## src/verilog/dcache_config.svh

```systemverilog
// Geometry of the level-one data cache
// The index always sits directly above the byte offset of a line
// Way count must be a power of two and match DC_WAY_BITS
`ifndef DCACHE_CONFIG_SVH
`define DCACHE_CONFIG_SVH

// ==========================================================================
// Cache organisation
// ==========================================================================
`define DC_WAYS         4
`define DC_WAY_BITS     2
`define DC_LINES        16
`define DC_INDEX_BITS   4
`define DC_LINE_BITS    64
`define DC_OFFSET_BITS  3

// Address and identifier widths
`define DC_VADR_BITS    32
`define DC_PADR_BITS    32
`define DC_ASID_BITS    8
`define DC_CID_BITS     4
`define DC_CFG_BITS     16

`endif

```

## src/verilog/dcache_addr_pkg.sv

```systemverilog
// Address-side types of the data cache
// Virtual and physical tags both start right above the set index
// Virtual and physical addresses are assumed to share the same index bits
`include "dcache_config.svh"

package dcache_addr_pkg;

	// Full virtual address as seen by the requester
	typedef logic [`DC_VADR_BITS-1:0] vadr_t;

	// Physical address, used by snoops and by the dump path
	typedef logic [`DC_PADR_BITS-1:0] padr_t;

	// Set index, taken from the bits just above the byte offset
	typedef logic [`DC_INDEX_BITS-1:0] index_t;

	// Virtual tag is everything above index and offset
	typedef logic [`DC_VADR_BITS-`DC_INDEX_BITS-`DC_OFFSET_BITS-1:0] vtag_t;

	// Physical tag, kept per line for snoop matching and dumps
	typedef logic [`DC_PADR_BITS-`DC_INDEX_BITS-`DC_OFFSET_BITS-1:0] ptag_t;

	// Address-space identifier stored alongside the virtual tag
	typedef logic [`DC_ASID_BITS-1:0] asid_t;

	// Bus channel identifier, used to ignore our own snoops
	typedef logic [`DC_CID_BITS-1:0] chan_id_t;

endpackage

```

## src/verilog/dcache_ctrl_regs.sv

```systemverilog
// Configuration register block beside the cache logic
// Address 0 holds enable in bit 0 and the channel id in bits 7:4
// Address 1 is write-only commands: bit 0 invalidate all, bit 1 one line
// Command strobes come out one clock after the write, no read port exists
`timescale 1ns/1ps
`include "dcache_config.svh"

module dcache_ctrl_regs (
	input  logic                         clk,
	input  logic                         rst,
	input  logic                         cfg_we_i,
	input  logic                         cfg_addr_i,
	input  logic [`DC_CFG_BITS-1:0]      cfg_wdata_i,
	output logic                         enable_o,
	output dcache_addr_pkg::chan_id_t    chan_id_o,
	output logic                         inv_all_o,
	output logic                         inv_line_o,
	output dcache_addr_pkg::index_t      inv_index_o
);

	// Field positions inside the written word
	localparam int CID_LSB   = 4;
	localparam int INDEX_LSB = 8;

	logic mode_we;
	logic cmd_we;

	// ======================================================================
	// Address decode
	// ======================================================================

	// Only two registers exist, so the single address bit picks one
	assign mode_we = cfg_we_i && !cfg_addr_i;
	assign cmd_we  = cfg_we_i && cfg_addr_i;

	// Mode register, enable and own channel id both clear on reset
	always_ff @(posedge clk or posedge rst) begin
		if (rst) begin
			enable_o  <= 1'b0;
			chan_id_o <= '0;
		end else if (mode_we) begin
			enable_o  <= cfg_wdata_i[0];
			chan_id_o <= cfg_wdata_i[CID_LSB +: `DC_CID_BITS];
		end
	end

	// ======================================================================
	// Invalidate commands
	// ======================================================================

	// Each command write turns into a strobe lasting exactly one clock
	// The store acts on it at the following edge
	always_ff @(posedge clk or posedge rst) begin
		if (rst) begin
			inv_all_o  <= 1'b0;
			inv_line_o <= 1'b0;
		end else begin
			inv_all_o  <= cmd_we && cfg_wdata_i[0];
			inv_line_o <= cmd_we && cfg_wdata_i[1];
		end
	end

	// Line index for the invalidate-line command
	// Only looked at while inv_line_o is high
	always_ff @(posedge clk) begin
		if (cmd_we)
			inv_index_o <= cfg_wdata_i[INDEX_LSB +: `DC_INDEX_BITS];
	end

endmodule

```

## config.mk

```make
export PLATFORM = sky130hd
export DESIGN_NAME = dcache_ctrl_regs
export DESIGN_NICKNAME = d
export VERILOG_FILES = /design/src/verilog/dcache_addr_pkg.sv /design/src/verilog/dcache_ctrl_regs.sv
export VERILOG_INCLUDE_DIRS = /design/src /design/src/verilog
export SDC_FILE = /design/constraint.sdc
export NUM_CORES = 1
export LEC_CHECK = 0
export BUFFER_PORTS_ARGS = -buffer_cell sky130_fd_sc_hd__buf_2
export CORE_AREA = 2 2 39 41
export CTS_BUF_LIST = sky130_fd_sc_hd__clkbuf_2 sky130_fd_sc_hd__clkbuf_4 sky130_fd_sc_hd__clkbuf_8
export DETAILED_ROUTE_END_ITERATION = 8
export DIE_AREA = 0 0 41 43
export HOLD_SLACK_MARGIN = 0.06
export PLACE_DENSITY_LB_ADDON = 0.25
export SYNTH_ARGS = -nofsm -noshare
export SYNTH_HDL_FRONTEND = slang
export SYNTH_SLANG_ARGS = --single-unit
```

## constraint.sdc

```tcl
create_clock -name clk -period 0.8 [get_ports clk]
set_clock_uncertainty 0.05 [all_clocks]
set_input_delay 0.04 -clock clk [delete_from_list [all_inputs] [get_ports clk]]
set_output_delay 0.04 -clock clk [all_outputs]
set_load 0.01 [all_outputs]
```

==> run summary <==
Peak Freq -> 1.04 GHz
CTS Buffer Depth -> 2
YS warnings -> 0
DRC -> 0
Worst EP arrival -> 0.87 ns
clock root cell -> clkbuf_4
Synth-to-Final Area Change -> 66.8%
Final #Nets -> 78
FF-to-FF path depth -> 1
Synth Area in Compound Gates -> 0
max_slew headroom -> 0.825
worst setup path class -> reg2out
fill cell count -> 134
worst hold slack -> -0.0382 ns
Max Cap Violations -> 0
n_diodes -> 0
die footprint -> 1760 um2
WL/cell -> 10.8 um
hold path cells -> 2
Fin Setup TNS -> -0.680 ns
Worst EP required -> 0.71 ns
Vias -> 297
Die H -> 43 um
Yosys top cell by area -> dfrtp_1
Worst-Skew Late Latency -> 0.26 ns
total power -> 1.29 mW
fin crit period -> 0.964 ns
Cell variety after synth -> 7
ranking of synthesized cells by area -> dfrtp_1, edfxtp_1, mux2_2
postcts setup bufs -> 0
pin count of the biggest net entering global routing -> 8
dominant combinational cell family by area after synthesis -> multiplexers
Routed Antenna Nets -> 0
Starting Density -> 0.283
H-tree lvl count -> 1
placed insts -> 63
highest metal used -> met3
Seq/Total Area, Yosys -> 0.754
status -> finished, violations left
num rows -> 14
M1 WL -> 319 um
CTS Hold Bufs -> 6
Syn Inst Count -> 21
RSZ-0062 raised after global routing -> yes
I/O pin cnt -> 31
Final WS setup -> -0.164 ns
post-synthesis xor/xnor area fraction -> 0
grt ovf -> 0
TritonCTS buffer count -> 3
gr usage total -> 0.105
initial antenna violation count -> 0
Yosys top cell area share -> 0.447
WL met3 -> 96 um
worst-path fanout max -> 2
post-synthesis register bit count -> 11
clock slew at reported path FFs -> 0.07 ns
failing checks -> hold timing, setup timing
first-pass GRT wire length -> 1190 um
TritonCTS Sinks -> 11
startpoint types -> flop
Final setup viols -> 12
mux contribution to synthesized area -> 0.144
CP Capture Type -> output port
Die W -> 41 um
DP Wirelength -> 605 um
worst slack, placed -> -0.0736 ns
Slew @ Worst Pin -> 0.263 ns
WL met2 -> 372 um
routed vias/inst -> 4.07
fin crit share -> 1.20
vias in the first global route -> 311
DRT Pass-1 Iters -> 1
share of cells above drive strength 1 -> 0.684
gpl congestion -> 0.603
LEAKAGE -> 0.323 nW
average size of a mapped cell -> 18.6 um2
syn nets -> 41
Max IR drop VDD -> 0.000862 V
P per Cell Area -> 1980 nW/um2
final hold vios -> 5
Syn Std Cell Area -> 392 um2
IO buf count -> 24
wirelength, routed -> 788 um
Core ar. -> 1380 um2
Slew Limit Fails -> 0
Synth Area in Adders -> 0
TritonCTS clock tree -> done
Post-Synth Simple-Gate Area -> 0.0927
Detailed Route Iter0 Violations -> 0
post-route non-filler standard cell count -> 73
Hold Path Class -> in2reg
-- final cells by class --
class	instances	area, um2	share of cell area
well taps	16	20.0	0.0307
multi-input cells	9	92.6	0.142
inverters	1	3.75	0.00575
repair buffers	32	211	0.324
flip-flops and latches	11	295	0.452
clock buffers	4	30.0	0.0460
-- cell usage after synthesis, drive strengths merged --
cell type and instances:
and2 1, and3 2, dfrtp 7, edfxtp 4, inv 1, mux2 5
nor2b 1
-- timing repair --
item	in CTS	in global routing
gates resized for setup	2	1
hold endpoints to repair	18	6
setup endpoints to repair	13	16
-- cell families (layout without fill, tap and decap cells) --
kind of cell / count (synthesis) / in the layout
flip-flops: 11 / 11
multiplexers: 5 / 5
AND/OR/NAND/NOR: 4 / 4
buffers and inverters: 1 / 37
-- registers in the layout (all words and copies together), names as in the netlist --
signal	count
inv_line_o	1
enable_o	1
inv_index_o	4
inv_all_o	1
chan_id_o	4
-- critical path, stage by stage, from the launching register on --
cell,delay (ns)
dfrtp_1,0.39
buf_6,0.12
buf_6,0.11
-- layout by cell type (no fill, tap or decap) --
master,n
and3_2,2
buf_4,1
edfxtp_1,4
buf_2,22
buf_6,3
nor2b_4,1
dlygate4sd3_1,6
clkbuf_4,4
inv_1,1
mux2_2,5
dfrtp_1,7
and2_2,1
-- routing by layer --
metal,vias to the layer above,GRT usage
met5,-,0
met4,0,0.0600
met3,0,0.0314
met2,21,0.166
met1,131,0.119
li1,145,-
-- stage by stage --
step	util	hold slack (ns)	instance area [um2]
after floorplan	-	-0.207	392
after global placement	0.395	-0.0629	547
final	0.472	-0.0382	653
after CTS	0.467	-0.0481	647
after detailed placement	0.395	-0.0683	547
after global routing	0.472	-0.0436	653
-- report_power, final --
part / internal, mW / switching, mW
sequential: 0.641 / 0.0240
combinational: 0.144 / 0.0907
clock: 0.226 / 0.167
-- path summary, 6_finish.rpt --
check | endpoint | slack [ns] | from
worst min-delay path | chan_id_o[3]$_DFFE_PP0P_ | -0.04 | cfg_wdata_i[7]
worst max register to register | chan_id_o[0]$_DFFE_PP0P_ | -0.01 | chan_id_o[0]$_DFFE_PP0P_
max in group asynchronous | chan_id_o[3]$_DFFE_PP0P_ | 0.29 | rst
worst max-delay path | chan_id_o[0] | -0.16 | chan_id_o[0]$_DFFE_PP0P_
worst min register to register | chan_id_o[3]$_DFFE_PP0P_ | 0.46 | chan_id_o[3]$_DFFE_PP0P_
min in group asynchronous | chan_id_o[1]$_DFFE_PP0P_ | 0.21 | rst
Power figures use the tool's default switching activity.
